File: config.mk
export PLATFORM = sky130hd
export DESIGN_NAME = frame_downloader
export DESIGN_NICKNAME = d
export VERILOG_FILES = /design/src/logic/frame_data_pkg.sv /design/src/logic/download_ctrl_pkg.sv /design/src/logic/cache_if.sv /design/src/logic/frame_addr_gen.sv /design/src/logic/burst_cache.sv /design/src/logic/pixel_unpacker.sv /design/src/logic/download_ctrl.sv /design/src/logic/frame_downloader.sv
export SDC_FILE = /design/constraint.sdc
export NUM_CORES = 1
export LEC_CHECK = 0
export BUFFER_PORTS_ARGS = -buffer_cell sky130_fd_sc_hd__buf_4
export CAP_MARGIN = 40
export CORE_ASPECT_RATIO = 1.5
export CORE_MARGIN = 2
export CORE_UTILIZATION = 61
export DETAILED_ROUTE_END_ITERATION = 8
export HOLD_SLACK_MARGIN = 0.08
export PLACE_DENSITY = 0.89
export SYNTH_ARGS = -nofsm -noshare
export SYNTH_HDL_FRONTEND = slang
export SYNTH_HIERARCHICAL = 1
export SYNTH_SLANG_ARGS = --single-unit
File: constraint.sdc
create_clock -name clk -period 5.05 [get_ports clk]
set_input_delay 1.2625 -clock clk [delete_from_list [all_inputs] [get_ports clk]]
set_output_delay 1.2625 -clock clk [all_outputs]
set_load 0.02 [all_outputs]
File: src/logic/frame_data_pkg.sv
package frame_data_pkg;

    // word address into external memory
    typedef logic [20:0] mem_addr_t;

    // two pixels per word, first pixel in bits 15:0
    typedef logic [31:0] mem_word_t;

    typedef logic [15:0] pixel_t;

    // one display queue entry
    typedef struct packed {
        logic   sof;   // first pixel of a frame only
        pixel_t pixel;
    } queue_entry_t;

endpackage

File: src/logic/download_ctrl_pkg.sv
package download_ctrl_pkg;

    // one-hot controller states
    typedef enum logic [4:0] {
        IDLE    = 5'b00001,
        REQUEST = 5'b00010,
        BURST   = 5'b00100,
        DRAIN   = 5'b01000,
        DONE    = 5'b10000
    } dl_state_t;

    // selects one of the two cache slots
    typedef logic slot_t;

endpackage

File: src/logic/cache_if.sv
`timescale 1ns/1ps

interface cache_if;

    import download_ctrl_pkg::*;

    slot_t       wr_slot;      // slot receiving the current burst
    logic        wr_word_en;   // read_data valid, store it
    logic [1:0]  slot_full;    // one flag per slot
    slot_t       release_slot;
    logic        release_en;   // single cycle, slot drained

    modport ctrl (
        output wr_slot,
        output wr_word_en,
        input  slot_full
    );

    modport cache (
        input  wr_slot,
        input  wr_word_en,
        output slot_full,
        input  release_slot,
        input  release_en
    );

    modport unpack (
        input  slot_full,
        output release_slot,
        output release_en
    );

endinterface

File: src/logic/frame_addr_gen.sv
`timescale 1ns/1ps

module frame_addr_gen #(
    parameter int MEMORY_BURST      = 32,
    parameter int FRAME_WIDTH       = 480,
    parameter int FRAME_HEIGHT      = 272,
    parameter int ORIG_FRAME_WIDTH  = 640,
    parameter int ORIG_FRAME_HEIGHT = 480
) (
    input  logic                     clk,
    input  logic                     reset_n,
    input  logic                     start,
    input  frame_data_pkg::mem_addr_t base_addr,
    input  logic                     step,
    output frame_data_pkg::mem_addr_t read_addr,
    output logic                     last_burst
);

    import frame_data_pkg::*;

    localparam int WORDS       = MEMORY_BURST / 4;
    localparam int LINE_WORDS  = ORIG_FRAME_WIDTH / 2;
    localparam int CROP_X      = (ORIG_FRAME_WIDTH - FRAME_WIDTH) / 2;
    localparam int CROP_Y      = (ORIG_FRAME_HEIGHT - FRAME_HEIGHT) / 2;
    localparam int CROP_OFFSET = CROP_Y * LINE_WORDS + CROP_X / 2;
    localparam int BPL         = FRAME_WIDTH / 2 / WORDS;       // bursts per line
    localparam int LINE_SKIP   = LINE_WORDS - FRAME_WIDTH / 2;  // margin words
    localparam int BW          = (BPL > 1) ? $clog2(BPL) : 1;
    localparam int LW          = (FRAME_HEIGHT > 1) ? $clog2(FRAME_HEIGHT) : 1;

    logic [BW-1:0] burst_cnt;
    logic [LW-1:0] line_cnt;
    logic          line_end;
    mem_addr_t     addr_inc;

    assign line_end   = (burst_cnt == BW'(BPL - 1));
    assign last_burst = line_end && (line_cnt == LW'(FRAME_HEIGHT - 1));

    // one adder, the increment jumps over the margin at a line end
    assign addr_inc = line_end ? mem_addr_t'(WORDS + LINE_SKIP) : mem_addr_t'(WORDS);

    always_ff @(posedge clk or negedge reset_n) begin
        if (!reset_n) begin
            read_addr <= '0;
            burst_cnt <= '0;
            line_cnt  <= '0;
        end else if (start) begin
            read_addr <= base_addr + mem_addr_t'(CROP_OFFSET);
            burst_cnt <= '0;
            line_cnt  <= '0;
        end else if (step) begin
            read_addr <= read_addr + addr_inc;
            if (line_end) begin
                burst_cnt <= '0;
                line_cnt  <= line_cnt + 1'b1;
            end else begin
                burst_cnt <= burst_cnt + 1'b1;
            end
        end
    end

endmodule

File: src/logic/burst_cache.sv
`timescale 1ns/1ps

module burst_cache #(
    parameter int MEMORY_BURST = 32,
    parameter int IDX_W        = $clog2(MEMORY_BURST / 4)
) (
    input  logic                      clk,
    input  logic                      reset_n,
    input  frame_data_pkg::mem_word_t read_data,
    cache_if.cache                    wr,
    input  download_ctrl_pkg::slot_t  rd_slot,
    input  logic [IDX_W-1:0]          rd_index,
    output frame_data_pkg::mem_word_t rd_word
);

    import frame_data_pkg::*;

    localparam int WORDS = MEMORY_BURST / 4;

    mem_word_t        mem [2*WORDS];
    logic [IDX_W-1:0] wr_idx [2];   // next word per slot
    logic [1:0]       full;

    assign wr.slot_full = full;

    // storage, slot is the top address bit
    always_ff @(posedge clk) begin
        if (wr.wr_word_en) begin
            mem[{wr.wr_slot, wr_idx[wr.wr_slot]}] <= read_data;
        end
        rd_word <= mem[{rd_slot, rd_index}];
    end

    always_ff @(posedge clk or negedge reset_n) begin
        if (!reset_n) begin
            full      <= 2'b00;
            wr_idx[0] <= '0;
            wr_idx[1] <= '0;
        end else begin
            for (int s = 0; s < 2; s++) begin
                if (wr.release_en && (wr.release_slot == s[0])) begin
                    full[s] <= 1'b0;
                end
                if (wr.wr_word_en && (wr.wr_slot == s[0])) begin
                    if (wr_idx[s] == IDX_W'(WORDS - 1)) begin
                        wr_idx[s] <= '0;
                        full[s]   <= 1'b1;   // burst complete
                    end else begin
                        wr_idx[s] <= wr_idx[s] + 1'b1;
                    end
                end
            end
        end
    end

    // the controller must wait for the unpacker before reusing a slot
    a_no_write_full : assert property (@(posedge clk) disable iff (!reset_n)
        wr.wr_word_en |-> !full[wr.wr_slot]);

endmodule

File: src/logic/pixel_unpacker.sv
`timescale 1ns/1ps

module pixel_unpacker #(
    parameter int MEMORY_BURST = 32,
    parameter int IDX_W        = $clog2(MEMORY_BURST / 4)
) (
    input  logic                         clk,
    input  logic                         reset_n,
    input  logic                         frame_start,
    input  logic                         queue_full,
    output frame_data_pkg::queue_entry_t queue_data,
    output logic                         wr_en,
    output download_ctrl_pkg::slot_t     rd_slot,
    output logic [IDX_W-1:0]             rd_index,
    input  frame_data_pkg::mem_word_t    rd_word,
    cache_if.unpack                      rel,
    output logic                         all_drained
);

    import frame_data_pkg::*;
    import download_ctrl_pkg::*;

    localparam int WORDS = MEMORY_BURST / 4;

    logic   addr_ok;   // rd_word matches rd_slot/rd_index
    logic   half;      // upper pixel waiting in hold
    logic   pend;      // queue_data holds an unwritten entry
    logic   sof_pend;
    logic   rel_en;
    slot_t  rel_slot;
    pixel_t hold;
    logic   accept;
    logic   load_lo;
    logic   load_hi;

    assign wr_en   = pend && !queue_full;
    assign accept  = !pend || !queue_full;
    assign load_lo = addr_ok && !half && accept;
    assign load_hi = half && accept;

    assign rel.release_en   = rel_en;
    assign rel.release_slot = rel_slot;

    // true in the cycle the last entry leaves
    assign all_drained = !half && (rel.slot_full == 2'b00) && (!pend || wr_en);

    always_ff @(posedge clk or negedge reset_n) begin
        if (!reset_n) begin
            rd_slot  <= 1'b0;
            rd_index <= '0;
            addr_ok  <= 1'b0;
            half     <= 1'b0;
            pend     <= 1'b0;
            sof_pend <= 1'b0;
            rel_en   <= 1'b0;
            rel_slot <= 1'b0;
        end else begin
            rel_en  <= 1'b0;
            addr_ok <= !load_lo && rel.slot_full[rd_slot];
            if (load_lo) begin
                half     <= 1'b1;
                sof_pend <= 1'b0;
                if (rd_index == IDX_W'(WORDS - 1)) begin
                    rd_index <= '0;
                    rd_slot  <= ~rd_slot;   // whole word set is consumed
                    rel_en   <= 1'b1;
                    rel_slot <= rd_slot;
                end else begin
                    rd_index <= rd_index + 1'b1;
                end
            end
            if (load_hi) begin
                half <= 1'b0;
            end
            if (load_lo || load_hi) begin
                pend <= 1'b1;
            end else if (wr_en) begin
                pend <= 1'b0;
            end
            if (frame_start) begin
                sof_pend <= 1'b1;
            end
        end
    end

    always_ff @(posedge clk) begin
        if (load_lo) begin
            queue_data.sof   <= sof_pend;
            queue_data.pixel <= rd_word[15:0];
            hold             <= rd_word[31:16];
        end else if (load_hi) begin
            queue_data.sof   <= 1'b0;
            queue_data.pixel <= hold;
        end
    end

    // a drained slot is still marked full when handed back
    a_release_full : assert property (@(posedge clk) disable iff (!reset_n)
        rel_en |-> rel.slot_full[rel_slot]);

endmodule

File: src/logic/download_ctrl.sv
`timescale 1ns/1ps

module download_ctrl #(
    parameter int MEMORY_BURST = 32
) (
    input  logic   clk,
    input  logic   reset_n,
    input  logic   start,
    input  logic   read_ack,
    output logic   read_rq,
    output logic   mem_rd_en,
    output logic   addr_step,
    input  logic   last_burst,
    output logic   frame_busy,
    input  logic   all_drained,
    output logic   download_done,
    cache_if.ctrl  cache
);

    import download_ctrl_pkg::*;

    localparam int WORDS = MEMORY_BURST / 4;
    localparam int CW    = (WORDS > 1) ? $clog2(WORDS) : 1;

    dl_state_t state;
    logic [CW-1:0] rd_cnt;     // mem_rd_en cycles issued
    logic [CW-1:0] word_cnt;   // words stored
    logic          word_en;
    slot_t         wr_slot;
    logic          last_req;   // burst in flight is the frame's last
    logic          burst_end;

    assign cache.wr_slot    = wr_slot;
    assign cache.wr_word_en = word_en;

    assign burst_end  = word_en && (word_cnt == CW'(WORDS - 1));
    assign addr_step  = (state == REQUEST) && read_rq && read_ack;
    assign frame_busy = (state != IDLE);

    always_ff @(posedge clk or negedge reset_n) begin
        if (!reset_n) begin
            state         <= IDLE;
            read_rq       <= 1'b0;
            mem_rd_en     <= 1'b0;
            word_en       <= 1'b0;
            rd_cnt        <= '0;
            word_cnt      <= '0;
            wr_slot       <= 1'b0;
            last_req      <= 1'b0;
            download_done <= 1'b0;
        end else begin
            word_en       <= mem_rd_en;   // data follows the strobe by a cycle
            download_done <= 1'b0;
            if (word_en) begin
                word_cnt <= burst_end ? '0 : word_cnt + 1'b1;
            end
            case (state)
                IDLE: begin
                    if (start) begin
                        read_rq <= 1'b1;   // both slots are free here
                        state   <= REQUEST;
                    end
                end
                REQUEST: begin
                    if (read_rq) begin
                        if (read_ack) begin
                            read_rq   <= 1'b0;
                            mem_rd_en <= 1'b1;
                            rd_cnt    <= '0;
                            last_req  <= last_burst;
                            state     <= BURST;
                        end
                    end else if (!cache.slot_full[wr_slot]) begin
                        read_rq <= 1'b1;
                    end
                end
                BURST: begin
                    if (mem_rd_en) begin
                        rd_cnt <= rd_cnt + 1'b1;
                        if (rd_cnt == CW'(WORDS - 1)) begin
                            mem_rd_en <= 1'b0;
                        end
                    end
                    if (burst_end) begin
                        wr_slot <= ~wr_slot;
                        state   <= last_req ? DRAIN : REQUEST;
                    end
                end
                DRAIN: begin
                    if (all_drained) begin
                        download_done <= 1'b1;
                        state         <= DONE;
                    end
                end
                DONE: state <= IDLE;
                default: state <= IDLE;
            endcase
        end
    end

    // memory side request must not be withdrawn before it is taken
    a_rq_held : assert property (@(posedge clk) disable iff (!reset_n)
        (read_rq && !read_ack) |=> read_rq);

endmodule

File: src/logic/frame_downloader.sv
`timescale 1ns/1ps

module frame_downloader #(
    parameter int MEMORY_BURST      = 32,
    parameter int FRAME_WIDTH       = 480,
    parameter int FRAME_HEIGHT      = 272,
    parameter int ORIG_FRAME_WIDTH  = 640,
    parameter int ORIG_FRAME_HEIGHT = 480
) (
    input  logic                         clk,
    input  logic                         reset_n,
    input  logic                         start,
    input  logic                         queue_full,
    input  logic                         read_ack,
    input  frame_data_pkg::mem_addr_t    base_addr,
    input  frame_data_pkg::mem_word_t    read_data,
    output frame_data_pkg::queue_entry_t queue_data,
    output logic                         wr_en,
    output logic                         read_rq,
    output frame_data_pkg::mem_addr_t    read_addr,
    output logic                         mem_rd_en,
    output logic                         download_done
);

    import frame_data_pkg::*;
    import download_ctrl_pkg::*;

    localparam int IDX_W = $clog2(MEMORY_BURST / 4);

    logic             addr_step;
    logic             last_burst;
    logic             frame_busy;
    logic             frame_start;
    logic             all_drained;
    slot_t            rd_slot;
    logic [IDX_W-1:0] rd_index;
    mem_word_t        rd_word;

    cache_if cif ();

    assign frame_start = start && !frame_busy;   // start while busy is dropped

    download_ctrl #(.MEMORY_BURST(MEMORY_BURST)) u_ctrl (
        .clk(clk), .reset_n(reset_n), .start(start), .read_ack(read_ack),
        .read_rq(read_rq), .mem_rd_en(mem_rd_en), .addr_step(addr_step),
        .last_burst(last_burst), .frame_busy(frame_busy),
        .all_drained(all_drained), .download_done(download_done), .cache(cif.ctrl)
    );

    frame_addr_gen #(
        .MEMORY_BURST(MEMORY_BURST), .FRAME_WIDTH(FRAME_WIDTH),
        .FRAME_HEIGHT(FRAME_HEIGHT), .ORIG_FRAME_WIDTH(ORIG_FRAME_WIDTH),
        .ORIG_FRAME_HEIGHT(ORIG_FRAME_HEIGHT)
    ) u_addr (
        .clk(clk), .reset_n(reset_n), .start(frame_start), .base_addr(base_addr),
        .step(addr_step), .read_addr(read_addr), .last_burst(last_burst)
    );

    burst_cache #(.MEMORY_BURST(MEMORY_BURST), .IDX_W(IDX_W)) u_cache (
        .clk(clk), .reset_n(reset_n), .read_data(read_data), .wr(cif.cache),
        .rd_slot(rd_slot), .rd_index(rd_index), .rd_word(rd_word)
    );

    pixel_unpacker #(.MEMORY_BURST(MEMORY_BURST), .IDX_W(IDX_W)) u_unpack (
        .clk(clk), .reset_n(reset_n), .frame_start(frame_start),
        .queue_full(queue_full), .queue_data(queue_data), .wr_en(wr_en),
        .rd_slot(rd_slot), .rd_index(rd_index), .rd_word(rd_word),
        .rel(cif.unpack), .all_drained(all_drained)
    );

endmodule

==> results of run 1 <==
## power breakdown
group / internal [mW] / switching (mW) / leakage, nW
clock network: 2.39 / 1.85 / 0.859
registers: 7.04 / 0.731 / 6.10
logic: 2.07 / 2.68 / 2.71
## metrics by stage
stage | cells | worst slack (ns) | hold WS, ns | utilization
after floorplan | 1265 | 0.691 | 0.386 | -
after global placement | 1847 | 2.02 | 0.392 | 0.656
after detailed placement | 1850 | 1.95 | 0.390 | 0.658
after CTS | 1949 | 2.05 | 0.406 | 0.702
after global routing | 1950 | 2.03 | 0.424 | 0.703
final | 1951 | 2.05 | 0.421 | 0.703
## layer usage
metal	routed length, um	share of wire	GRT usage
met1	19700	0.34	0.347
met4	3390	0.059	0.152
met5	0	0	0
met3	5400	0.093	0.0555
met2	29400	0.51	0.465
## cell type report
class                      count  area, um2  area share
sequential                   647      18800       0.663
multi-input combinational    557       6040       0.213
clock buffer                  66       1440      0.0508
timing repair buffer         132       1060      0.0373
tap                          506        633      0.0224
clock inverter                33        353      0.0125
inverter                       8       31.3     0.00110
antenna                        2       5.00    0.000177
## worst max-delay path: cells and delay by family
family / cells / cell delay (ns)
buffers and inverters: 2 / 0.28
and+or+nand+nor: 1 / 0.20
## Yosys cell counts, types with 12 or more instances
cell type | count | area share
nor2_1 | 40 | 0.0060
ha_1 | 16 | 0.0080
mux4_2 | 128 | 0.12
dfrtp_1 | 69 | 0.069
a22oi_1 | 64 | 0.019
mux2_2 | 23 | 0.010
nand2_1 | 79 | 0.012
o21ai_0 | 12 | 0.0024
xnor2_1 | 26 | 0.0091
xor2_1 | 16 | 0.0056
nand3_1 | 13 | 0.0026
clkbuf_1 | 21 | 0.0032
dfxtp_1 | 32 | 0.026
edfxtp_1 | 545 | 0.66
mux2i_1 | 15 | 0.0060
nor3_1 | 14 | 0.0028
## layout by cell type (no fill, tap or decap), types with 5 or more instances in the layout
master and count:
xor2_1 16, clkinv_2 5, nor3_2 6, nor2_4 9, nor2_1 32, inv_1 7
bufinv_16 7, ha_1 16, nand2_1 79, xnor2_1 26, o21ai_0 12, buf_4 128
a22oi_1 64, nand4_1 7, dfrtp_1 67, mux2_4 8, nor3_1 8, nand3_1 13
mux4_2 128, a21oi_1 9, clkinv_1 13, mux2_2 23, dfxtp_1 32, mux2i_1 15
nor2b_1 8, edfxtp_1 545, and3_1 9, clkbuf_1 10, clkbuf_16 56
## cells by family after synthesis
logic type | after synthesis
buffers and inverters | 61
muxes | 175
AOI/OAI and AO/OA | 119
and+or+nand+nor | 204
adders and majority gates | 17
DFF | 647
xor gates and xnor gates | 42
## how the worst min path moves through the flow
stage                                           start                         end  depth (start not counted)  slack (ns)
after floorplan           u_cache/rd_word[16]$_DFF_P_  u_unpack/hold[0]$_DFFE_PP_                          0        0.39
after global placement    u_cache/rd_word[23]$_DFF_P_  u_unpack/hold[7]$_DFFE_PP_                          0        0.39
after detailed placement  u_cache/rd_word[17]$_DFF_P_  u_unpack/hold[1]$_DFFE_PP_                          0        0.39
after CTS                 u_cache/rd_word[17]$_DFF_P_  u_unpack/hold[1]$_DFFE_PP_                          0        0.41
after global routing      u_cache/rd_word[17]$_DFF_P_  u_unpack/hold[1]$_DFFE_PP_                          0        0.42
final                     u_cache/rd_word[23]$_DFF_P_  u_unpack/hold[7]$_DFFE_PP_                          0        0.42
## registers in the layout (all words and copies together) (netlist names), 2 cells and up
register / count
u_ctrl/rd_cnt: 3
u_addr/burst_cnt: 5
u_unpack/hold: 16
u_ctrl/state: 5
u_addr/read_addr: 21
u_cache/wr.slot_full: 2
u_ctrl/word_cnt: 3
u_cache/mem: 512
u_unpack/queue_data: 17
u_addr/line_cnt: 9
u_unpack/rd_index: 3
u_cache/rd_word: 32
u_cache/wr_idx: 6
==> out/metrics.yaml, run 1 <==
gp_congestion: 0.839
min_path_type: "flop to flop"
syn_area_um2: 25000
antenna_found_initial: 2
dpl-instance-area_um2: 26500
postSynth.asyncResetShare: 0.108
critPathMaxStageDelay_ns: 0.20
grt_use_total: 0.279
synth_nets: 1340
clock_path_buffers: 3
ys_ff_latch: 647
root_buffer: "clkbuf_16"
synthAdderAreaFrac: 0.00882
r2r-end: "u_cache/mem[9][9]$_DFFE_PP_"
reg2reg_depth: 3
die_w_um: 169
die_h_um: 252
antenna_left: 0
numCtsBuffers: 53
dr.pass1.iters: 5
cp-endpoint: "wr_en"
synthToLayoutAreaGrowth_pct: 13.4
grt_pass1_wl_um: 86200
routedWlPerCell_um: 29.7
insertion_delay_ns: 0.60
p_total_mw: 16.8
synth-compound-area-share: 0.0353
yosys.area_share.simple: 0.0410
routed_wl_um: 57900
row_count: 90
cts-htree-levels: 2
finalCriticalPeriod_ns: 3.00
nets: 1474
routed-via-count: 13200
crit_path_frequent_cell: "buf_4"
clkSinkCount: 647
dp_hpwl_um: 30400
finalSetupTns_ns: 0
synth_cells: 1265
io_pins: 100
cp-startpoint: "queue_full"
worstSetupPathType: "primary input to output port"
drive_gt1_frac: 0.283
core_um2: 40300
rsz0062_at_grt: "no"
fmax_mhz: 333
hold_violations: 0
dieArea_um2: 42600
synth.distinct_cells: 70
tightest_slew_ns: 0.884
rr_startpoint: "u_ctrl/cache.wr_word_en$_DFF_PN0_"
seq_area_frac_synth: 0.751
start_kind: "primary input"
port_buffers: 99
cts-resized-gates: 0
end_kind: "output port"
yosys_warnings: 6
status: "complete, no violations"
cts_tree: "yes"
leakage_nw: 9.67
cts.reportedPaths.clkPinSlew_ns: 0.07
synth_area_per_cell_um2: 19.7
synth_edf_count: 545
slowest_stage: "and2b_1"
hold_buffers: 0
synth_top_family_by_area: "multiplexers"
finalMaxSlewViolations: 0
finalClockSkew_ns: 0.0147
period_share: 0.594
cts_setup_buffers: 0
grt_max_degree: 68
viasPerCell: 6.76
gr-total-overflow: 0
cp.required_ns: 3.79
final_cell_area_um2: 28300
rrSetupSlack_ns: 2.28
synth_mux_area_frac: 0.137
worstPathCellList: "buf_4 > and2b_1 > buf_4"
finalSetupViolCount: 0
final.fill_count: 2242
initial_core_util: 0.619
relSlewSlack: 0.409
ir_drop_mv: 0.331
cp_max_fo: 4
crit_arrival_ns: 1.74
p_per_area_nw_per_um2: 592
drt-initial-drc-count: 1409
grt_pass1_vias: 13700
synth_top_flop_cell: "edfxtp_1"
synthXorXnorAreaFrac: 0.0147
drcViolationCount: 0
drv_cap: 0
Power figures use the tool's default switching activity.
==> run 2: changes to the inputs <==
==> constraint.sdc (replaced) <==
create_clock -name clk -period 3.1 [get_ports clk]
set_input_delay 0.775 -clock clk [delete_from_list [all_inputs] [get_ports clk]]
set_output_delay 0.775 -clock clk [all_outputs]
set_load 0.02 [all_outputs]
==> run 2 against run 1 <==
  * Total power rose by 64%
  * Critical path type is now flop to flop
  * Die area did not move
  * Non-clock buffer count rose by 12
  * Wire length barely moved
  * Core utilization rose by 0.31 points
  * Flip-flop and latch count did not move
  * Critical endpoint is now u_addr/read_addr[17]$_DFFE_PN0N_
==> out/metrics.yaml, run 2 (same netlist as run 1, synthesis figures left out) <==
status: "complete, no violations"
rsz0062_at_grt: "no"
antenna_left: 0
placed_cells: 1861
final_common_cell: "edfxtp_1"
fmax_mhz: 405
stdcell_count: 1962
diodes: 0
io_pins: 100
critPathMaxStageDelay_ns: 0.42
cts-htree-levels: 2
drt-initial-drc-count: 1563
nets: 1486
cts_tree: "yes"
post-place-ws_ns: 0.694
p_int_mw: 18.8
grt_max_degree: 65
routed-via-count: 13200
tightest_slew_ns: 0.699
antenna_found_initial: 0
viasPerCell: 6.73
leakage_nw: 9.76
finalSetupViolCount: 0
drcViolationCount: 0
slowest_stage: "dfrtp_1"
grt_use_total: 0.279
die_h_um: 252
finalClockSkew_ns: 0.0218
gp_congestion: 0.821
finalCriticalPeriod_ns: 2.47
period_share: 0.796
hold_buffers: 1
dpl-instance-area_um2: 26700
insertion_delay_ns: 0.59
power_switching_mw: 8.72
cp.required_ns: 3.55
dr.pass1.iters: 8
worstPathCellList: "inv_1 > ha_1 > nand4_2 > clkinv_2 > fa_1 > a31o_2 > and4_1 > nand4_1 > xor2_1 > mux2i_1"
port_buffers: 99
final.fill_count: 2242
end_kind: "flop"
routed_wl_um: 57900
multi_input_area_um2: 6070
worstSetupPathType: "flop to flop"
die_w_um: 169
core_um2: 40300
dieArea_um2: 42600
crit_arrival_ns: 2.92
cts_setup_buffers: 0
p_seq_frac: 0.460
finalMaxSlewViolations: 0
cts.reportedPaths.clkPinSlew_ns: 0.07
cts-resized-gates: 0
start_kind: "flop"
relSlewSlack: 0.534
drive_gt1_frac: 0.292
min_path_type: "primary input to flop"
gr-total-overflow: 0
synthToLayoutAreaGrowth_pct: 13.9
p_clk_frac: 0.248
ir_drop_mv: 0.545
final-seq-area_um2: 18800
numCtsBuffers: 53
cp_max_fo: 9
initial_core_util: 0.619
clock_path_buffers: 3
largest_reg_flops: 512
fin_ws_ns: 0.634
p_comb_frac: 0.292
layout_common_cells: "545 x edfxtp_1, 136 x buf_4, 128 x mux4_2"
drv_cap: 0
root_buffer: "clkbuf_16"
p_per_area_nw_per_um2: 966
routedWlPerCell_um: 29.5
dp_hpwl_um: 31700
hold_violations: 0
grt_pass1_wl_um: 86900
clkSinkCount: 647
switching_share: 0.317
final_cell_area_um2: 28500
grt_pass1_vias: 13900
row_count: 90
## run 2: changes by cell type in the layout (fill, tap and decap cells not counted), sizes merged
| cell | before | now |
|---|---|---|
| buf | 132 | 143 |
| bufinv | 7 | 6 |
| clkbuf | 66 | 64 |
| clkinv | 21 | 27 |
| clkinvlp | 4 | 2 |
| diode | 2 | 0 |
| dlygate4sd3 | 0 | 1 |
## run 2: power by group through the flow
stage                     logic, mW  registers, mW  clock network [mW]
after global routing           8.43           12.8                7.16
final                          8.03           12.6                6.80
after CTS                      8.01           12.6                6.88
after detailed placement       7.76           12.7                   0
after global placement         7.46           12.6                   0
after floorplan                5.03           12.5                   0
## run 2: metal layers
layer  vias to the layer above  part of all wire  track usage
met4                         0             0.048        0.130
met3                       164             0.080       0.0463
met2                       842              0.53        0.485
met5                         -                 0            0
li1                       5388                 -            -
met1                      6811              0.34        0.345
## run 2: final cells by class
cell class | instances | share of cell area
sequential | 647 | 0.660
timing repair buffer | 144 | 0.0414
clock inverter | 36 | 0.0122
multi-input combinational | 557 | 0.213
inverter | 8 | 0.00110
tap | 506 | 0.0223
clock buffer | 64 | 0.0499
## run 2: worst paths after layout
path	from	endpoint	slack (ns)	depth (start not counted)
worst max-delay path	u_addr/burst_cnt[1]$_DFFE_PN0N_	u_addr/read_addr[17]$_DFFE_PN0N_	0.63	10
worst min-delay path	base_addr[3]	u_addr/read_addr[3]$_DFFE_PN0N_	0.40	2
worst max register to register	u_addr/burst_cnt[1]$_DFFE_PN0N_	u_addr/read_addr[17]$_DFFE_PN0N_	0.63	10
worst min register to register	u_cache/rd_word[26]$_DFF_P_	u_unpack/hold[10]$_DFFE_PP_	0.41	0
max in group asynchronous	reset_n	u_ctrl/state[0]$_DFFE_PN1P_	1.99	3
min in group asynchronous	reset_n	u_ctrl/download_done$_DFF_PN0_	0.55	2
## run 2: through the flow
step                utilization  setup TNS [ns]  total power, mW  hold slack [ns]
floorplan                     -          -76.73             17.5            0.386
global placement          0.661               0             20.0            0.391
detailed placement        0.662               0             20.5            0.389
CTS                       0.706               0             27.5            0.379
global route              0.706               0             28.4            0.387
finish                    0.706               0             27.5            0.401
## run 2: worst max-delay path, delay by kind of cell (launching register included)
kind / cells / cell delay (ns)
buf+inv: 2 / 0.24
simple gates: 3 / 0.50
xor+xnor: 1 / 0.17
fa+ha+maj: 2 / 0.62
compound gates: 1 / 0.29
flops: 1 / 0.42
mux: 1 / 0.10
==> run 3: changes to the inputs <==
--- a/config.mk
+++ b/config.mk
@@ -5,14 +5,15 @@
 export SDC_FILE = /design/constraint.sdc
 export NUM_CORES = 1
 export LEC_CHECK = 0
+export ABC_AREA = 1
 export BUFFER_PORTS_ARGS = -buffer_cell sky130_fd_sc_hd__buf_4
 export CAP_MARGIN = 40
 export CORE_ASPECT_RATIO = 1.5
 export CORE_MARGIN = 2
-export CORE_UTILIZATION = 61
+export CORE_UTILIZATION = 62
 export DETAILED_ROUTE_END_ITERATION = 8
 export HOLD_SLACK_MARGIN = 0.08
-export PLACE_DENSITY = 0.89
+export PLACE_DENSITY = 0.9
 export SYNTH_ARGS = -nofsm -noshare
 export SYNTH_HDL_FRONTEND = slang
 export SYNTH_HIERARCHICAL = 1
==> constraint.sdc (replaced) <==
create_clock -name clk -period 2.4 [get_ports clk]
set_input_delay 0.6 -clock clk [delete_from_list [all_inputs] [get_ports clk]]
set_output_delay 0.6 -clock clk [all_outputs]
set_load 0.02 [all_outputs]
==> run 3 against run 2 <==
  * Non-clock buffer count increased by 12
  * Via count rose by 59%
  * First-iteration DRC count grew 94%
  * Clock power up 31%
  * Combinational power up 68%
  * Critical path depth down 3
  * Core utilization decreased by 0.60 points
  * Clock skew increased by 0.0088 ns
  * Critical path type unchanged
  * Largest cell class unchanged
==> out/metrics.yaml, run 3 <==
die_w_um: 179
yosys_warnings: 6
layout_common_cells: "905 x nand2_1, 545 x edfxtp_1, 470 x inv_1"
slowest_stage: "dfrtp_1"
nets: 2989
die_h_um: 266
yosys-top-cells-area: "edfxtp_1 58%, nand2_1 12%, nand3_1 7.8%, inv_1 6.2%, dfrtp_1 6.1%"
synth_nets: 2894
critPathMaxStageDelay_ns: 0.49
initial_core_util: 0.625
yosysTopAreaCellShare: 0.575
postSynth.asyncResetShare: 0.108
grt_pass1_wl_um: 113000
dp_hpwl_um: 43600
cp_max_fo: 20
synthToLayoutAreaGrowth_pct: 12.0
synth_most_common_cell: "nand2_1"
status: "complete, no violations"
cts_setup_buffers: 0
final_common_cell: "nand2_1"
final_cell_area_um2: 31900
finalSetupViolCount: 0
dpl-instance-area_um2: 30000
grt_pass1_vias: 20800
dieArea_um2: 47600
syn_area_um2: 28400
finalCriticalPeriod_ns: 2.34
path_depth: 7
cp.required_ns: 2.65
synth_edf_count: 545
cts_tree: "yes"
io_pins: 100
rsz0062_at_grt: "no"
ys_ff_latch: 647
end_kind: "flop"
cts.reportedPaths.clkPinSlew_ns: 0.06
synth.distinct_cells: 54
drive_gt1_frac: 0.105
drv_cap: 0
rrSetupSlack_ns: 0.06
cts-htree-levels: 2
port_buffers: 99
r2r-end: "u_cache/mem[6][11]$_DFFE_PP_"
synth_cells: 2819
crit_path_frequent_cell: "buf_4"
tightest_slew_ns: 0.648
seq_area_frac_synth: 0.660
cp-startpoint: "u_ctrl/cache.wr_slot$_DFFE_PN0P_"
critPathBufInv: 3
synth_common_cells: "905 x nand2_1, 545 x edfxtp_1, 471 x inv_1"
antenna_found_initial: 0
relSlewSlack: 0.567
clock_path_buffers: 3
min_path_type: "primary input to flop"
ir_drop_mv: 0.854
core_um2: 45500
clkSinkCount: 647
antenna_left: 0
synth_area_per_cell_um2: 10.1
reg2reg_depth: 7
leakage_nw: 14.1
gp_congestion: 0.913
cpLargestDelayFamily: "buffers and inverters"
final_core_utilization: 0.700
largest_reg_flops: 512
routed-via-count: 21100
synth_top_area_cell: "edfxtp_1"
rr_startpoint: "u_ctrl/cache.wr_slot$_DFFE_PN0P_"
numCtsBuffers: 53
worstSetupPathType: "flop to flop"
synth_top_flop_cell: "edfxtp_1"
crit_arrival_ns: 2.58
root_buffer: "clkbuf_16"
diodes: 0
final.fill_count: 2806
start_kind: "flop"
routedWlPerCell_um: 21.1
p_per_area_nw_per_um2: 1210
insertion_delay_ns: 0.61
grt_use_total: 0.312
viasPerCell: 5.94
period_share: 0.973
drcViolationCount: 0
gr-total-overflow: 0
grt_max_degree: 77
hp-start: "base_addr[2]"
drt-initial-drc-count: 3027
cp-endpoint: "u_cache/mem[6][11]$_DFFE_PP_"
fmax_mhz: 428
row_count: 96
finalClockSkew_ns: 0.0306
dr.pass1.iters: 6
hold_violations: 0
routed_wl_um: 74700
finalMaxSlewViolations: 0
worstPathCellList: "nand2_1 > o21ai_0 > buf_4 > inv_1 > nand3_1 > nor2_4 > buf_4"
-- run 3: changes by cell type after synthesis, sizes merged, moves of 10 or more --
cell and change:
nand2 +835, inv +471, nand3 +430, mux4 -128, buf +71, a22oi -64
nor2 +35, mux2 -31, xnor2 -24, mux2i -15, a21oi +14, o21ai +14
nand4 +10, nor2b -10
-- run 3: worst reg2reg max path: cells and delay by family, from the launching register on --
kind	cells	cell delay, ns
DFF	1	0.49
buffers and inverters	3	0.78
and+or+nand+nor	3	0.59
AOI/OAI and AO/OA	1	0.12
-- run 3: layer usage --
| metal | part of all wire | global-route usage | wire length [um] |
|---|---|---|---|
| met1 | 0.33 | 0.372 | 25000 |
| met2 | 0.50 | 0.527 | 37300 |
| met3 | 0.10 | 0.0494 | 7770 |
| met4 | 0.063 | 0.191 | 4710 |
| met5 | 0 | 0 | 0 |
-- run 3: report_power, final --
part	switching, mW	internal (mW)
Clock	4.03	4.88
Combinational	9.54	3.96
Sequential	1.15	15.0
Total	14.7	23.9
-- run 3: worst min-delay path by stage --
| stage | end | depth (start not counted) |
|---|---|---|
| 2_1_floorplan | u_addr/burst_cnt[0]$_DFFE_PN0N_ | 0 |
| 3_3_place_gp | u_unpack/hold[1]$_DFFE_PP_ | 0 |
| 3_5_place_dp | u_unpack/hold[1]$_DFFE_PP_ | 0 |
| 4_1_cts | u_addr/read_addr[2]$_DFFE_PN0P_ | 3 |
| 5_1_grt | u_addr/read_addr[2]$_DFFE_PN0P_ | 3 |
| 6_report | u_addr/read_addr[2]$_DFFE_PN0P_ | 3 |
-- run 3: kinds of logic after synthesis --
kind of cell | share of synthesized area
and+or+nand+nor | 0.223
DFF | 0.660
buffers and inverters | 0.0913
AOI/OAI and AO/OA | 0.0143
adders and majority gates | 0.00774
xor gates and xnor gates | 0.00339
muxes | 0.000396
-- run 3: layout make-up --
| type | count | area (um2) | share of cell area |
|---|---|---|---|
| clock buffers | 75 | 1580 | 0.0497 |
| inverters | 479 | 1810 | 0.0568 |
| multi-input cells | 1577 | 7220 | 0.227 |
| flip-flops and latches | 647 | 18800 | 0.589 |
| clock inverters | 25 | 224 | 0.00703 |
| well taps | 588 | 736 | 0.0231 |
| repair buffers | 156 | 1510 | 0.0474 |
-- run 3: stage by stage --
step | setup TNS (ns) | std cells | worst slack [ns] | power (mW) | hold slack, ns
floorplan | -179.41 | 2819 | -0.507 | 24.7 | 0.304
global placement | 0 | 3446 | 0.258 | 28.4 | 0.391
detailed placement | 0 | 3446 | 0.157 | 29.2 | 0.389
CTS | 0 | 3547 | 0.0680 | 38.3 | 0.204
global route | 0 | 3547 | 0.0278 | 40.2 | 0.205
finish | 0 | 3547 | 0.0648 | 38.6 | 0.219
-- run 3: what timing repair did --
| action | CTS | global route |
|---|---|---|
| setup endpoints to repair | 0 | 12 |
| hold buffers | 1 | 0 |
| endpoints found under the hold margin | 35 | 0 |
| resized for setup | 0 | 1 |
